==> src/logic/simd_data_pkg.sv <==
// Data types of the SIMD ALU datapath: operand word layout, element
// width encoding and per-byte flag vectors.
// Compile before alu_op_pkg and every module of the design.

package simd_data_pkg;

  // Datapath geometry
  localparam int unsigned DATA_WIDTH = 64;
  localparam int unsigned STRB_WIDTH = DATA_WIDTH / 8;

  // Element width, encoded as in vsew
  typedef enum logic [1:0] {
    EW8  = 2'b00,
    EW16 = 2'b01,
    EW32 = 2'b10,
    EW64 = 2'b11
  } vew_e;

  // One operand word read at each element width
  typedef union packed {
    logic [0:0][DATA_WIDTH-1:0]   w64;
    logic [1:0][DATA_WIDTH/2-1:0] w32;
    logic [3:0][DATA_WIDTH/4-1:0] w16;
    logic [7:0][DATA_WIDTH/8-1:0] w8;
  } simd_word_u;

  // One flag per byte
  // Wider lanes repeat their flag over all of their bytes
  typedef logic [STRB_WIDTH-1:0] byte_flags_t;

endpackage

==> src/logic/alu_op_pkg.sv <==
// Operation encoding and the request and response words of the SIMD ALU.
// Compile after simd_data_pkg.

package alu_op_pkg;

  typedef enum logic [4:0] {
    // Bitwise logic
    VAND, VOR, VXOR,
    // Wrapping add and subtract
    VADD, VSUB, VRSUB,
    // Saturating add and subtract
    VSADDU, VSADD, VSSUBU, VSSUB,
    // Min and max
    VMINU, VMIN, VMAXU, VMAX,
    // Compares producing a mask bit per lane
    VMSEQ, VMSNE,
    VMSLTU, VMSLT,
    VMSLEU, VMSLE,
    VMSGTU, VMSGT,
    // Shifts
    VSLL, VSRL, VSRA
  } alu_op_e;

  // One request, 135 bits
  typedef struct packed {
    simd_data_pkg::simd_word_u operand_a;
    simd_data_pkg::simd_word_u operand_b;
    alu_op_e                   op;
    simd_data_pkg::vew_e       vew;
  } alu_req_t;

  // One response, 72 bits
  typedef struct packed {
    simd_data_pkg::simd_word_u  result;
    simd_data_pkg::byte_flags_t vxsat;
  } alu_resp_t;

endpackage

==> src/logic/alu_compare.sv <==
// Lane comparator of the SIMD ALU. Flags b < a and a == b for every lane
// at the element width of the request, each at the first byte of its lane.

`timescale 1ns/1ns

module alu_compare (
  input  alu_op_pkg::alu_req_t       req_i,
  output simd_data_pkg::byte_flags_t less_o,
  output simd_data_pkg::byte_flags_t equal_o
);

  simd_data_pkg::simd_word_u opa;
  simd_data_pkg::simd_word_u opb;
  logic                      is_signed;

  assign opa = req_i.operand_a;
  assign opb = req_i.operand_b;

  // Signed flavours of min, max and the ordered compares
  assign is_signed = req_i.op inside {alu_op_pkg::VMIN, alu_op_pkg::VMAX, alu_op_pkg::VMSLT,
                                      alu_op_pkg::VMSLE, alu_op_pkg::VMSGT};

  // Flipping the sign bit turns a signed order into an unsigned one
  always_comb begin
    less_o  = '0;
    equal_o = '0;
    unique case (req_i.vew)
      simd_data_pkg::EW8: begin
        for (int i = 0; i < 8; i++) begin
          less_o[i]  = {opb.w8[i][7] ^ is_signed, opb.w8[i][6:0]} <
                       {opa.w8[i][7] ^ is_signed, opa.w8[i][6:0]};
          equal_o[i] = opa.w8[i] == opb.w8[i];
        end
      end
      simd_data_pkg::EW16: begin
        for (int i = 0; i < 4; i++) begin
          less_o[2*i]  = {opb.w16[i][15] ^ is_signed, opb.w16[i][14:0]} <
                         {opa.w16[i][15] ^ is_signed, opa.w16[i][14:0]};
          equal_o[2*i] = opa.w16[i] == opb.w16[i];
        end
      end
      simd_data_pkg::EW32: begin
        for (int i = 0; i < 2; i++) begin
          less_o[4*i]  = {opb.w32[i][31] ^ is_signed, opb.w32[i][30:0]} <
                         {opa.w32[i][31] ^ is_signed, opa.w32[i][30:0]};
          equal_o[4*i] = opa.w32[i] == opb.w32[i];
        end
      end
      simd_data_pkg::EW64: begin
        less_o[0]  = {opb.w64[0][63] ^ is_signed, opb.w64[0][62:0]} <
                     {opa.w64[0][63] ^ is_signed, opa.w64[0][62:0]};
        equal_o[0] = opa.w64[0] == opb.w64[0];
      end
    endcase
  end

endmodule

==> config.mk <==
export PLATFORM = sky130hd
export DESIGN_NAME = alu_compare
export DESIGN_NICKNAME = d
export VERILOG_FILES = /design/src/logic/simd_data_pkg.sv /design/src/logic/alu_op_pkg.sv /design/src/logic/alu_compare.sv
export SDC_FILE = /design/constraint.sdc
export NUM_CORES = 1
export LEC_CHECK = 0
export BUFFER_PORTS_ARGS = -buffer_cell sky130_fd_sc_hd__buf_2
export CORE_UTILIZATION = 42
export DETAILED_ROUTE_END_ITERATION = 16
export PLACE_DENSITY = 0.82
export REMOVE_ABC_BUFFERS = 1
export SYNTH_ARGS = -nofsm -noshare
export SYNTH_HDL_FRONTEND = slang
export SYNTH_SLANG_ARGS = --single-unit
==> constraint.sdc <==
create_clock -name vclk -period 2.51
set_input_delay 0.502 -clock vclk [all_inputs]
set_output_delay 0.502 -clock vclk [all_outputs]
set_load 0.02 [all_outputs]
* Yosys cells after proc, flatten, opt, wreduce, memory -nomap -nowiden
Cells that the tools add are included.
** Operators by class
- Bitwise gates (word level) :: 16
- Multiplexer cells :: 16
- $lt $le $gt $ge :: 15
- Reduce and logical (&&, ||, !) cells :: 2
- Equal/unequal tests :: 23
** Operator list (count)
- == test 16 bit :: 4
- == test 32 bit :: 2
- == test 64 bit :: 1
- == test 8 bit :: 8
- < comparator 16 bit :: 4
- < comparator 32 bit :: 2
- < comparator 64 bit :: 1
- < comparator 8 bit :: 8
- XOR 1 bit :: 16
- == test 5 bit, second input constant :: 3
- == test 5 x 4 -> 1 bit, second input constant :: 2
- 2-to-1 mux 1 bit :: 8
- one-hot mux 1 bit (2 select lines) :: 4
- one-hot mux 1 bit (4 select lines) :: 2
- one-hot mux 1 bit (3 select lines) :: 2
- nonzero test 5 bit :: 1
- == test 2 bit, second input constant :: 2
- == test 2 x 1 -> 1 bit, second input constant :: 1
- zero test 2 bit :: 1
** Storage, ports and cells
- Input bits :: 135
- Word-level logic and storage cells :: 72
- Register bits :: 0

* Longest topological paths before layout
Gate-level depths: netlist of the first run.
- Depth after elaboration :: 5
- Gate-level depth with buffers :: 8

* Worst setup path after synthesis of the first run
No wires, ideal clock.
- Path kind :: input port to output port
- From :: in req_i[102] (netlist name)
- To :: out less_o[0]
- Data arrival time :: 2.056 ns
- Path slack :: -0.048 ns
- Cell stages on the path :: 8
- Required time :: 2.008 ns
- Cell sequence :: inv_1 ha_1 nand4_1 or2_2 clkbuf_1 a311o_1 a31oi_1 o211ai_1
** On the way
- Longest elaborated chain between the ends :: 3
- Elaborated cells between the ends (all ways) :: 4
- Classes of those cells :: order compare: 2; mux: 1; bitwise: 1
** RTL lines
- start, declared :: RTL line alu_compare.sv:7 : input alu_op_pkg::alu_req_t req_i,
- XOR 1 bit :: RTL line alu_compare.sv:45 : {opa.w32[i][31] ^ is_signed, opa.w32[i][30:0]};
- < comparator 32 bit :: RTL line alu_compare.sv:44 : less_o[4*i] = {opb.w32[i][31] ^ is_signed, opb.w32[i][30:0]} <
- one-hot mux 1 bit (4 select lines) * :: RTL line alu_compare.sv:27 : unique case (req_i.vew)
- end, declared :: RTL line alu_compare.sv:8 : output simd_data_pkg::byte_flags_t less_o,
Mark *: on every way between the ends. The rest lies on a longest branch, timed or not.

* Worst setup path after layout of the first run
- From :: in req_i[132] (netlist name)
- To :: out less_o[0]
** On the way
- Longest elaborated chain between the ends :: 2
** RTL lines
- < comparator 64 bit :: RTL line alu_compare.sv:50 : less_o[0] = {opb.w64[0][63] ^ is_signed, opb.w64[0][62:0]} <
- one-hot mux 1 bit (4 select lines) :: RTL line alu_compare.sv:27
No other way between the ends.

==> results list, run 1 <==
- The average instance in the mapped netlist occupies 6.91 um2.
* GRT Total Usage: 25.8%
- For this design the static power due to leakage is 2.37 nW.
* Arrival time reported for the critical path endpoint: 2310 ps
- Number of fill cells in the layout: 373
- The final critical path takes up 112% of the cycle.
* I/O pins: 151
- Post-layout min period: between 2000 and 3000 ps
- Nature of the critical path endpoint: primary output
- The library cell used most frequently in the layout, excluding fill and tap cells, is sky130_fd_sc_hd__buf_2.
- Setup repair after global routing could not meet its margin everywhere.
* Number of synthesis warnings: 0
* Final setup violation count: 7
* Count of clock buffers in the final design: 0
- For the pin with the worst max-slew slack, the measured transition is 569 ps.
- Endpoint required time on the critical path: 2010 ps
- In this run the tool buffered the top-level ports with 151 buffer cells.
- Number of antenna violations at the first check in global routing: 0
- Final Max Tran Viols: 0
- Commonest non-fill, non-tap cells in the layout: sky130_fd_sc_hd__buf_2 (125), sky130_fd_sc_hd__inv_1 (65), sky130_fd_sc_hd__buf_4 (64), sky130_fd_sc_hd__ha_1 (50), sky130_fd_sc_hd__nand2_1 (28)
- The critical path starts at req_i[132].
- Worst slew margin relative to its limit: 61.7%
- The tool flagged a number of max-cap violations equal to 0.
- Initial DRC Count: 152
- # DRC: 0
- FP Rows: 27
* Post-synthesis sequential area ratio: 0%
- Critical path buffers and inverters: 3
* Overall routed net length: 9.50 mm
* Share of the synthesized area in compound gates (AO/OA/AOI/OAI): about a quarter
- Before antenna repair, the detailed router went through 4 iterations.
* Fraction of final layout cells with drive strength greater than 1: 53.3%
- Floorplan die height: about 78 um
- Final weighted congestion in routability-driven placement: roughly 0.80
* Synthesized area: around 2400 um2
* Register area: 0 um2
* Number of vias per cell: 5.40
- In the finished design the tool counted flip-flops and latches totalling 0.
- Setup CP Type: in -> out
- The first global-routing pass estimated 13.3 mm of wire.
* Number of nets with antenna violations after routing: 0
- In the post-route analysis, the smallest setup slack over all paths is -300 ps.
- At the placement stage, the worst setup path has a slack of -329 ps.
- For this design the ratio of total power to cell area is ~170 nW/um2.
* Longest individual stage delay on the worst path: 340 ps
- Effective utilization at floorplan: 43.9%
- Post-synthesis share of cell area spent on and, or, nand and nor gates: 24.4%
- XOR/XNOR Fraction of Synth Area: 0.358%
- Largest net degree at the start of global routing: 11
* Syn-to-layout area delta: 81.3%
- Result of the run: complete, but fails checks
* Total number of vias: roughly 3,400
- Worst min-delay path startpoint: req_i[1]
* Congestion Overflow GR: 0
* Cell-by-cell listing of the critical path: buf_2 > inv_1 > ha_1 > nand3_1 > nor3b_2 > nand3_2 > a311o_1 > a31oi_1 > o211ai_1 > buf_4
- Largest family of logic cells by synthesized area: adder cells
* Number of buffers inserted for hold repair after clock tree synthesis: 0
- Across all hold checks on the routed design, the worst slack comes to 1410 ps.
- The slowest stage of the critical path is the sky130_fd_sc_hd__a311o_1 cell.
- Area share of fa/ha/maj cells after synthesis: between 30% and 40%
* HPWL after DPL: about 6.5 mm
* Horizontal extent of the die: 78.3 um
- Critical path startpoint category: input port
- Cell variety after synth: 52
- Nets: 774
* Fin. Hold Viols: 0
* Maximum frequency from static timing analysis: 356 MHz
- The design draws 0.775 mW.
* Mux contribution to synthesized area: 1.64%
- VDD sags by at most 0.112 mV.
- Violations in the final reports: setup timing
* Number of cells produced by synthesis: 354
- Largest driver fanout on the critical path: 2
- After detailed routing, the average wire length per cell comes to roughly 15 um.
- The repair_antennas step left the layout with diodes totalling 0.
* Std-Cell Core Area: 5570 um2
- Top delay family on crit path: compound AO/OA/AOI/OAI gates
- Vias in the first global route: approximately 3,300
- Tightest Hold Check Type: in -> out
* Area of the die: slightly above 6000 um2
-- tightest hold or removal path, stage by stage --
cell and delay, ps:
sky130_fd_sc_hd__buf_2 200, sky130_fd_sc_hd__a211oi_2 50, sky130_fd_sc_hd__buf_4 150
-- cells in the mapped netlist, drive strengths merged (2+ instances only) --
cell type	number	area (um2)
nand2	31	119
a21o	4	30.0
and3	3	20.0
a211oi	7	52.6
nand4	12	75.1
a21oi	28	140
and4	4	35.0
a31oi	3	18.8
nor3	9	50.1
nand2b	8	50.1
o211a	4	40.0
buf	2	22.5
mux2i	4	40.0
a21boi	2	15.0
o21a	4	30.0
o31ai	2	15.0
nor4	4	31.3
ha	70	876
nor3b	2	25.0
nand3	8	40.0
nor2	15	58.8
nor2b	6	37.5
o2111ai	3	43.8
o21ai	21	105
inv	77	289
-- cells by family after synthesis --
family | count (synthesis)
and+or+nand+nor | 109
AOI/OAI and AO/OA | 90
buffers and inverters | 80
adders and majority gates | 70
muxes | 4
xor gates and xnor gates | 1
-- power breakdown --
group / leakage, nW / switching, mW / internal (mW)
clock: 0 / 0 / 0
combinational: 2.37 / 0.370 / 0.405
sequential: 0 / 0 / 0
-- per-stage QoR --
stage / std cells / util (%) / instance area (um2) / setup TNS, ps
2_1_floorplan: 351 / - / 2420 / -106
3_3_place_gp: 626 / 65.6 / 3650 / -1210
3_5_place_dp: 626 / 65.6 / 3650 / -1360
4_1_cts: 634 / 73.9 / 4120 / -775
5_1_grt: 639 / 79.5 / 4430 / -1670
6_report: 639 / 79.5 / 4430 / -1140
-- area by class of cell --
class	instances	area, um2	area share (%)
Multi-Input combinational cell	274	2620	59.1
Tap cell	72	90.1	2.03
Inverter	77	294	6.63
Timing Repair Buffer	216	1430	32.2
-- final timing paths --
kind / to / cells past startpoint
worst min-delay path: equal_o[2] / 3
worst max-delay path: less_o[0] / 10
-- per-layer routing --
layer | track usage (%) | vias to the layer above | routed length, um | part of all wire, %
met5 | 0 | - | 0 | 0
met4 | 5.93 | 0 | 296 | 3.1
met3 | 4.30 | 32 | 526 | 5.5
met2 | 52.9 | 149 | 5110 | 54
met1 | 26.5 | 1576 | 3570 | 38
li1 | - | 1691 | - | -
-- repair_timing --
action	CTS	global route
setup buffers	8	6
endpoints found under the hold margin	0	0
setup endpoints to repair	8	10
cloned	0	0
gates resized for setup	78	61
pin swaps	42	26
(Power assumes the default switching activity.)
==> run 2: changes to the inputs <==
--- a/config.mk
+++ b/config.mk
@@ -8,8 +8,9 @@
 export BUFFER_PORTS_ARGS = -buffer_cell sky130_fd_sc_hd__buf_2
 export CORE_UTILIZATION = 42
 export DETAILED_ROUTE_END_ITERATION = 16
-export PLACE_DENSITY = 0.82
+export PLACE_DENSITY = 0.84
 export REMOVE_ABC_BUFFERS = 1
+export SLEW_MARGIN = 15
 export SYNTH_ARGS = -nofsm -noshare
 export SYNTH_HDL_FRONTEND = slang
 export SYNTH_SLANG_ARGS = --single-unit
==> constraint.sdc (replaced) <==
create_clock -name vclk -period 2.51
set_input_delay 0.251 -clock vclk [all_inputs]
set_output_delay 0.251 -clock vclk [all_outputs]
set_load 0.02 [all_outputs]
==> run 2 against run 1 <==
  * The run now ends clean
  * Setup slack better by 410 ps
  * Highest routed layer unchanged
  * Count of clock-buffer cells in the layout did not move
  * Critical endpoint unchanged
  * Combinational power shrank 35%
  * Final cell count fell by 9.9%
==> results list, run 2 (synthesized netlist as in run 1, its figures left out) <==
- # DRC: 0 (unchanged)
- The share of the cycle needed by the critical path after routing is 95.4% (was 112%).
* Worst min-delay path startpoint: req_i[0] (was req_i[1])
* GRT Total Usage: 21.5% (was 25.8%)
* Vias in the first global route: 2,844 (was 3,306)
* Most common cell after layout, fill and taps aside: sky130_fd_sc_hd__buf_2 (unchanged)
- The critical path capture point type was a primary output (unchanged).
- Max-cap violation count: 0 (unchanged)
- The multi-input logic area came to 2140 um2 (was 2620 um2).
- The worst supply voltage drop on vdd was 0.0864 mV (was 0.112 mV).
- The final net count was 711 (was 774).
- FP Rows: 27 (unchanged)
- Count of antenna diodes in the layout: 0 (unchanged)
- The final count of pins violating max slew was 0 (unchanged).
- Fin. Hold Viols: 0 (unchanged)
- Slew at the pin closest to its max-slew limit: 533 ps (was 569 ps)
* Congestion Overflow GR: 0 (unchanged)
* Tightest Hold Check Type: in -> out (unchanged)
- The flip-flop and latch count was 0 (unchanged).
- The setup slack at placement was 124 ps (was -329 ps).
- Maximum frequency from static timing analysis: 418 MHz (was 356 MHz)
* First-pass GRT wire length: 11.2 mm (was 13.3 mm)
- Number of buffers inserted for hold repair after clock tree synthesis: 0 (unchanged)
* Horizontal extent of the die: 78.3 um (unchanged)
- Number of vias per cell: 5.24 (was 5.40)
* Overall routed net length: 6.73 mm (was 9.50 mm)
- The storage element area is 0 um2 (unchanged).
- The fraction of the core area covered by cells at the end of the flow is 59.0% (was 79.5%).
* WHS Path Cells: 3 (unchanged)
- Number of buffer cells added on primary ports: 151 (unchanged)
- The detailed placer's ending HPWL came to 6.14 mm (was 6.51 mm).
- The final design area excluding fillers is 3290 um2 (was 4430 um2).
- The synthesis-to-layout area growth is 34.4% (was 81.3%).
- The average wire per cell in the routed design came to 11.7 um (was 14.9 um).
* Pwr per Cell Area: 154 nW/um2 (was 175 nW/um2)
- The number of routed nets with antenna violations was 0 (unchanged).
* Final weighted congestion in routability-driven placement: 0.788 (was 0.802)
* Number of fill cells in the layout: 558 (was 373)
- Largest net degree at the start of global routing: 13 (was 11)
* Critical path startpoint category: input port (unchanged)
- Arrival time reported for the critical path endpoint: 2140 ps (was 2310 ps)
* Setup CP Type: in -> out (unchanged)
- TritonRoute pass-1 iters: 4 (unchanged)
- The number of endpoints failing setup at the final stage is 0 (was 7).
- Count of clock buffers in the final design: 0 (unchanged)
- The required time at the endpoint of the critical path came to 2260 ps (was 2010 ps).
- The number of setup buffers added after CTS was 0 (was 8).
* Total instance count after detailed placement: 576 (was 626)
- The layout cell share with drive strength beyond 1 came to 33.3% (was 53.3%).
- Commonest non-fill, non-tap cells in the layout: sky130_fd_sc_hd__buf_2 (151), sky130_fd_sc_hd__inv_1 (77), sky130_fd_sc_hd__ha_1 (70), sky130_fd_sc_hd__nand2_1 (30), sky130_fd_sc_hd__a21oi_1 (28) (was sky130_fd_sc_hd__buf_2 (125), sky130_fd_sc_hd__inv_1 (65), sky130_fd_sc_hd__buf_4 (64), sky130_fd_sc_hd__ha_1 (50), sky130_fd_sc_hd__nand2_1 (28))
* Initial DRC Count: 70 (was 152)
* Post-layout total power: 0.506 mW (was 0.775 mW)
- Final worst slack: 115 ps (was -300 ps)
- Result of the run: finished, final reports clean (was complete, but fails checks)
- The initial antenna violation count is 0 (unchanged).
* Post-CTS sizing: 0 (was 78)
- The core area is 5570 um2 (unchanged).
* Endpoint of the worst hold-timing path: equal_o[2] (unchanged)
* Largest driver fanout on the critical path: 4 (was 2)
* Post-place instance area: 3280 um2 (was 3650 um2)
- Total number of vias: 3,017 (was 3,448)
- Post-Route Setup TNS: 0 ps (was -1140 ps)
- The worst max-slew margin expressed relative to the limit is 64.5% (was 61.7%).
- The I/O pin count came to 151 (unchanged).
* Final Instance Count excl. Fillers: 576 (was 639)
* Worst hold margin: 881 ps (was 1410 ps)
- Setup repair after global routing missed its margin: false (was true)
* Leakage: 1.99 nW (was 2.37 nW)
- Floorplan die height: 78.3 um (unchanged)
- Effective utilization at floorplan: 43.9% (unchanged)
- Post-layout min period: 2390 ps (was 2810 ps)
- The area of the die was 6130 um2 (unchanged).
## run 2: cell types whose count changed in the layout (fill, tap and decap cells not counted), sizes merged
cell | previous run | this run
buf | 216 | 153
## run 2: worst max-delay path, stage by stage
cell	delay (ps)
sky130_fd_sc_hd__buf_2	70
sky130_fd_sc_hd__inv_1	40
sky130_fd_sc_hd__ha_1	330
sky130_fd_sc_hd__and3_1	220
sky130_fd_sc_hd__nor3b_2	270
sky130_fd_sc_hd__nand3_2	160
sky130_fd_sc_hd__a311o_1	340
sky130_fd_sc_hd__a31oi_1	150
sky130_fd_sc_hd__o211ai_1	120
sky130_fd_sc_hd__buf_2	180
## run 2: worst max-delay path by stage
| stage | start | endpoint | slack, ps |
|---|---|---|---|
| after floorplan | req_i[3] | less_o[6] | 430 |
| after detailed placement | req_i[122] | less_o[0] | 120 |
| after CTS | req_i[122] | less_o[0] | 110 |
| after global routing | req_i[102] | less_o[0] | 10 |
| final | req_i[122] | less_o[0] | 120 |
| after global placement | req_i[126] | less_o[0] | 200 |
## run 2: power breakdown
part	internal (mW)	switching, mW	total [mW]
clock	0	0	0
sequential	0	0	0
combinational	0.240	0.266	0.506
## run 2: cell type report
cell class	instances	area share (%)
Inverter	77	8.79
Multi-Input combinational cell	274	65.0
Tap cell	72	2.74
Timing Repair Buffer	153	23.4
## run 2: routing by layer
layer / up-vias / GRT usage [%] / routed length [um]
met3: 12 / 2.21 / 425
met4: 0 / 4.07 / 117
met1: 1333 / 23.5 / 2800
met5: - / 0 / 0
li1: 1563 / - / -
met2: 109 / 43.7 / 3390
==> run 3: changes to the inputs <==
--- a/config.mk
+++ b/config.mk
@@ -5,8 +5,9 @@
 export SDC_FILE = /design/constraint.sdc
 export NUM_CORES = 1
 export LEC_CHECK = 0
+export ABC_AREA = 1
 export BUFFER_PORTS_ARGS = -buffer_cell sky130_fd_sc_hd__buf_2
-export CORE_UTILIZATION = 42
+export CORE_UTILIZATION = 43
 export DETAILED_ROUTE_END_ITERATION = 16
 export PLACE_DENSITY = 0.84
 export REMOVE_ABC_BUFFERS = 1
==> run 3 against run 2 <==
  * Utilization up 0.16 points
  * Combinational power rose by 4.9%
  * Setup slack improved by 380 ps
  * Non-clock buffer count down 2
  * Synthesized cell count rose by 29%
  * Worst hold slack got worse by 30 ps
  * Global-route usage decreased by 1.7 points
  * Sequential share of layout area did not move
  * Routed wire length down 1.6%
  * Sequential cell count did not move
  * Synthesized area is 8.4% higher
  * Power rose by 5.0%
==> results list, run 3 <==
- Result of the run: finished, final reports clean (unchanged)
- Setup repair after global routing missed its margin: false (unchanged)
- Area share of fa/ha/maj cells after synthesis: 33.0% (was 35.8%)
- Part of the power in combinational logic: 100.0% (about the same)
* Share of the synthesized area in compound gates (AO/OA/AOI/OAI): 11.7% (was 24.9%)
- The count of instances resized after the clock tree is built was 0 (unchanged).
- The slew at the pin closest to its max-slew limit is 287 ps (was 533 ps).
- Total number of vias: 3,251 (was 3,017)
- Top cell type by total area after synthesis: sky130_fd_sc_hd__ha_1 (unchanged)
- The overall overflow remaining after global route came to 0 (unchanged).
- Internal cell power: 0.236 mW (was 0.240 mW)
- Commonest non-fill, non-tap cells in the layout: sky130_fd_sc_hd__buf_2 (151), sky130_fd_sc_hd__inv_1 (116), sky130_fd_sc_hd__nand2_1 (113), sky130_fd_sc_hd__ha_1 (70), sky130_fd_sc_hd__nor2_1 (32) (was sky130_fd_sc_hd__buf_2 (151), sky130_fd_sc_hd__inv_1 (77), sky130_fd_sc_hd__ha_1 (70), sky130_fd_sc_hd__nand2_1 (30), sky130_fd_sc_hd__a21oi_1 (28)).
* Vias in the first global route: 2,912 (was 2,844)
- The DRC violation count after routing was 0 (unchanged).
- Worst setup path endpoint: equal_o[0] (was less_o[0])
- Effective utilization at floorplan: 44.8% (was 43.9%)
- The number of setup buffers added after CTS is 0 (unchanged).
- The leading cell type in the layout, fill and taps excluded is sky130_fd_sc_hd__buf_2 (unchanged).
- Post-layout total power: 0.531 mW (was 0.506 mW)
- Mux contribution to synthesized area: 0% (was 1.64%)
- The total of hold buffers inserted after clock tree synthesis came to 0 (unchanged).
- The first-pass GRT wire length is 10.7 mm (was 11.2 mm).
- The detailed placer's ending HPWL is 6.20 mm (was 6.14 mm).
- Wirelength per Cell: 9.70 um (was 11.7 um)
- The flip-flop and latch count came to 0 (unchanged).
* Most frequently used cell type in the post-synthesis netlist: sky130_fd_sc_hd__inv_1 (unchanged)
* Power spent charging and discharging nets: 0.296 mW (was 0.266 mW)
* Nature of the critical path endpoint: primary output (unchanged)
- Area of the die: 6480 um2 (was 6130 um2)
- The worst setup path startpoint was req_i[86] (was req_i[122]).
- Std-Cell Core Area: 5920 um2 (was 5570 um2)
* Register area: 0 um2 (unchanged)
* Total instance count after detailed placement: 683 (was 576)
* Post-layout min period: 2010 ps (was 2390 ps)
* Count of clock buffers in the final design: 0 (unchanged)
* Tightest Hold Check Type: in -> out (unchanged)
- Horizontal extent of the die: 80.5 um (was 78.3 um)
- The synthesized instance count came to 457 (was 354).
* Number of buffer cells added on primary ports: 151 (unchanged)
- The kind of launch point of the worst setup path is an input port (unchanged).
* XOR/XNOR Fraction of Synth Area: 0.613% (was 0.358%)
- The worst supply voltage drop on vdd came to 0.0813 mV (was 0.0864 mV).
* GRT Total Usage: 19.7% (was 21.5%)
- The total wirelength of the detailed-routed design was 6.62 mm (was 6.73 mm).
* Synthesized area: 2650 um2 (was 2440 um2)
- The worst stage delay on the critical path is 300 ps (was 340 ps).
- Post-synthesis share of cell area spent on and, or, nand and nor gates: 36.6% (was 24.4%)
* Maximum frequency from static timing analysis: 496 MHz (was 418 MHz)
* Area share of the leading cell type in the synthesized netlist: 33.0% (was 35.8%)
- The fraction of power consumed by the clock network came to 0% (about the same).
- Largest net degree at the start of global routing: 11 (was 13)
* Number of vias per cell: 4.76 (was 5.24)
- The arrival time at the worst endpoint was 1760 ps (was 2140 ps).
- Final setup violation count: 0 (unchanged)
- Largest driver fanout on the critical path: 3 (was 4)
- Nets: 815 (was 711)
- The number of DRC violations after detailed-routing iteration 0 was 65 (was 70).
* Fraction of final layout cells with drive strength greater than 1: 30.1% (was 33.3%)
- The final instance count without filler cells was 683 (was 576).
- Syn-to-layout area delta: 32.0% (was 34.4%)
- Max-cap violation count: 0 (unchanged)
- The I/O pin count came to 151 (unchanged).
- FP Rows: 28 (was 27)
* Seq pwr share: 0% (about the same)
- The number of routed nets with antenna violations is 0 (unchanged).
- Most common library cells after synthesis: sky130_fd_sc_hd__inv_1 (116), sky130_fd_sc_hd__nand2_1 (113), sky130_fd_sc_hd__ha_1 (70), sky130_fd_sc_hd__nor2_1 (32), sky130_fd_sc_hd__a21oi_1 (26) (was sky130_fd_sc_hd__inv_1 (77), sky130_fd_sc_hd__ha_1 (70), sky130_fd_sc_hd__nand2_1 (30), sky130_fd_sc_hd__a21oi_1 (28), sky130_fd_sc_hd__o21ai_0 (21))
* Cell variety after synth: 34 (was 52)
- Largest family of logic cells by synthesized area: simple AND/OR/NAND/NOR gates (was adder cells)
- The leakage component of the power is 2.41 nW (was 1.99 nW).
* Pwr per Cell Area: 152 nW/um2 (was 154 nW/um2)
- Setup CP Type: in -> out (unchanged)
- Final weighted congestion in routability-driven placement: 0.791 (was 0.788)
- The die span in y is 80.5 um (was 78.3 um).
- Critical-path cell with the highest stage delay: sky130_fd_sc_hd__ha_1 (was sky130_fd_sc_hd__a311o_1)
- Post-Route Setup TNS: 0 ps (unchanged)
- The required time at the endpoint of the critical path is 2260 ps (about the same).
- The final count of pins violating max slew was 0 (unchanged).
- The initial antenna violation count is 0 (unchanged).
- The average cell area after synthesis is 5.80 um2 (was 6.91 um2).
* Cell-by-cell listing of the critical path: buf_2 > inv_1 > ha_1 > nand2_1 > inv_2 > nand3_1 > nor2_1 > inv_1 > a21oi_1 > o21ai_1 > a21oi_1 > buf_2 (was buf_2 > inv_1 > ha_1 > and3_1 > nor3b_2 > nand3_2 > a311o_1 > a31oi_1 > o211ai_1 > buf_2)
- Number of synthesis warnings: 0 (unchanged)
* Share of the clock period used by the worst path after layout: 80.3% (was 95.4%)
- The worst max-slew margin expressed relative to the limit is 80.8% (was 64.5%).
- The count of final hold-check violations came to 0 (unchanged).
- The sequential-to-total area share from yosys stat is 0% (unchanged).
* Count of antenna diodes in the layout: 0 (unchanged)
- The switching part of the total power is 55.7% (was 52.5%).
* Top cells by area, synth: sky130_fd_sc_hd__ha_1 (33%), sky130_fd_sc_hd__inv_1 (16%), sky130_fd_sc_hd__nand2_1 (16%) (was sky130_fd_sc_hd__ha_1 (36%), sky130_fd_sc_hd__inv_1 (12%), sky130_fd_sc_hd__a21oi_1 (5.7%))
- TritonRoute pass-1 iters: 6 (was 4)
run 3: changes by cell type after synthesis, moves of 5 or more:
cell | previous run | this run
sky130_fd_sc_hd__nor2b_1 | 6 | 0
sky130_fd_sc_hd__nand4_1 | 12 | 7
sky130_fd_sc_hd__nor3_1 | 8 | 2
sky130_fd_sc_hd__nand3_1 | 8 | 23
sky130_fd_sc_hd__o21ai_0 | 21 | 12
sky130_fd_sc_hd__nand2_1 | 30 | 113
sky130_fd_sc_hd__inv_1 | 77 | 116
sky130_fd_sc_hd__nor2_1 | 14 | 32
sky130_fd_sc_hd__nand2_2 | 1 | 6
sky130_fd_sc_hd__nand2b_1 | 8 | 0
sky130_fd_sc_hd__inv_2 | 0 | 8
run 3: through the flow:
step | hold slack, ps | worst slack (ps) | cell area (um2) | util (%)
finish | 851 | 495 | 3500 | 59.1
global route | 881 | 316 | 3500 | 59.1
CTS | 860 | 482 | 3500 | 59.1
detailed placement | 858 | 485 | 3500 | 59.1
global placement | 854 | 523 | 3500 | 59.1
floorplan | 584 | 668 | 2650 | -
run 3: final cells by class:
| cell class | instances | area (um2) |
|---|---|---|
| fillers | 573 | 2420 |
| inverters | 127 | 479 |
| multi-input cells | 330 | 2170 |
| well taps | 75 | 93.8 |
| repair buffers | 151 | 756 |
run 3: power by group through the flow:
| stage | Sequential [mW] | Clock [mW] | Combinational (mW) |
|---|---|---|---|
| finish | 0 | 0 | 0.531 |
| global route | 0 | 0 | 0.615 |
| CTS | 0 | 0 | 0.537 |
| detailed placement | 0 | 0 | 0.533 |
| global placement | 0 | 0 | 0.515 |
| floorplan | 0 | 0 | 0.336 |
run 3: layer usage:
metal,track usage [%],wire length [um]
met5,0,0
met4,1.07,23
met3,1.93,421
met2,41.4,3430
met1,21.6,2750
run 3: how the worst min path moves through the flow:
stage | startpoint | endpoint | cells after the start
final | req_i[1] | equal_o[2] | 3
after floorplan | req_i[1] | equal_o[2] | 1
after global placement | req_i[1] | equal_o[2] | 3
after detailed placement | req_i[1] | equal_o[2] | 3
after global routing | req_i[1] | equal_o[2] | 3
after CTS | req_i[1] | equal_o[2] | 3
run 3: logic make-up (layout without fill, tap and decap cells):
group / Yosys count / after routing
simple gates: 204 / 204
buf+inv: 127 / 278
fa+ha+maj: 70 / 70
compound gates: 55 / 55
xor+xnor: 1 / 1
run 3: critical path: cells and delay by family:
family | cells | cell delay (ps)
AO/OA/AOI/OAI | 3 | 400
adder cells (fa/ha/maj) | 1 | 300
buffers and inverters | 5 | 450
AND/OR/NAND/NOR | 3 | 340
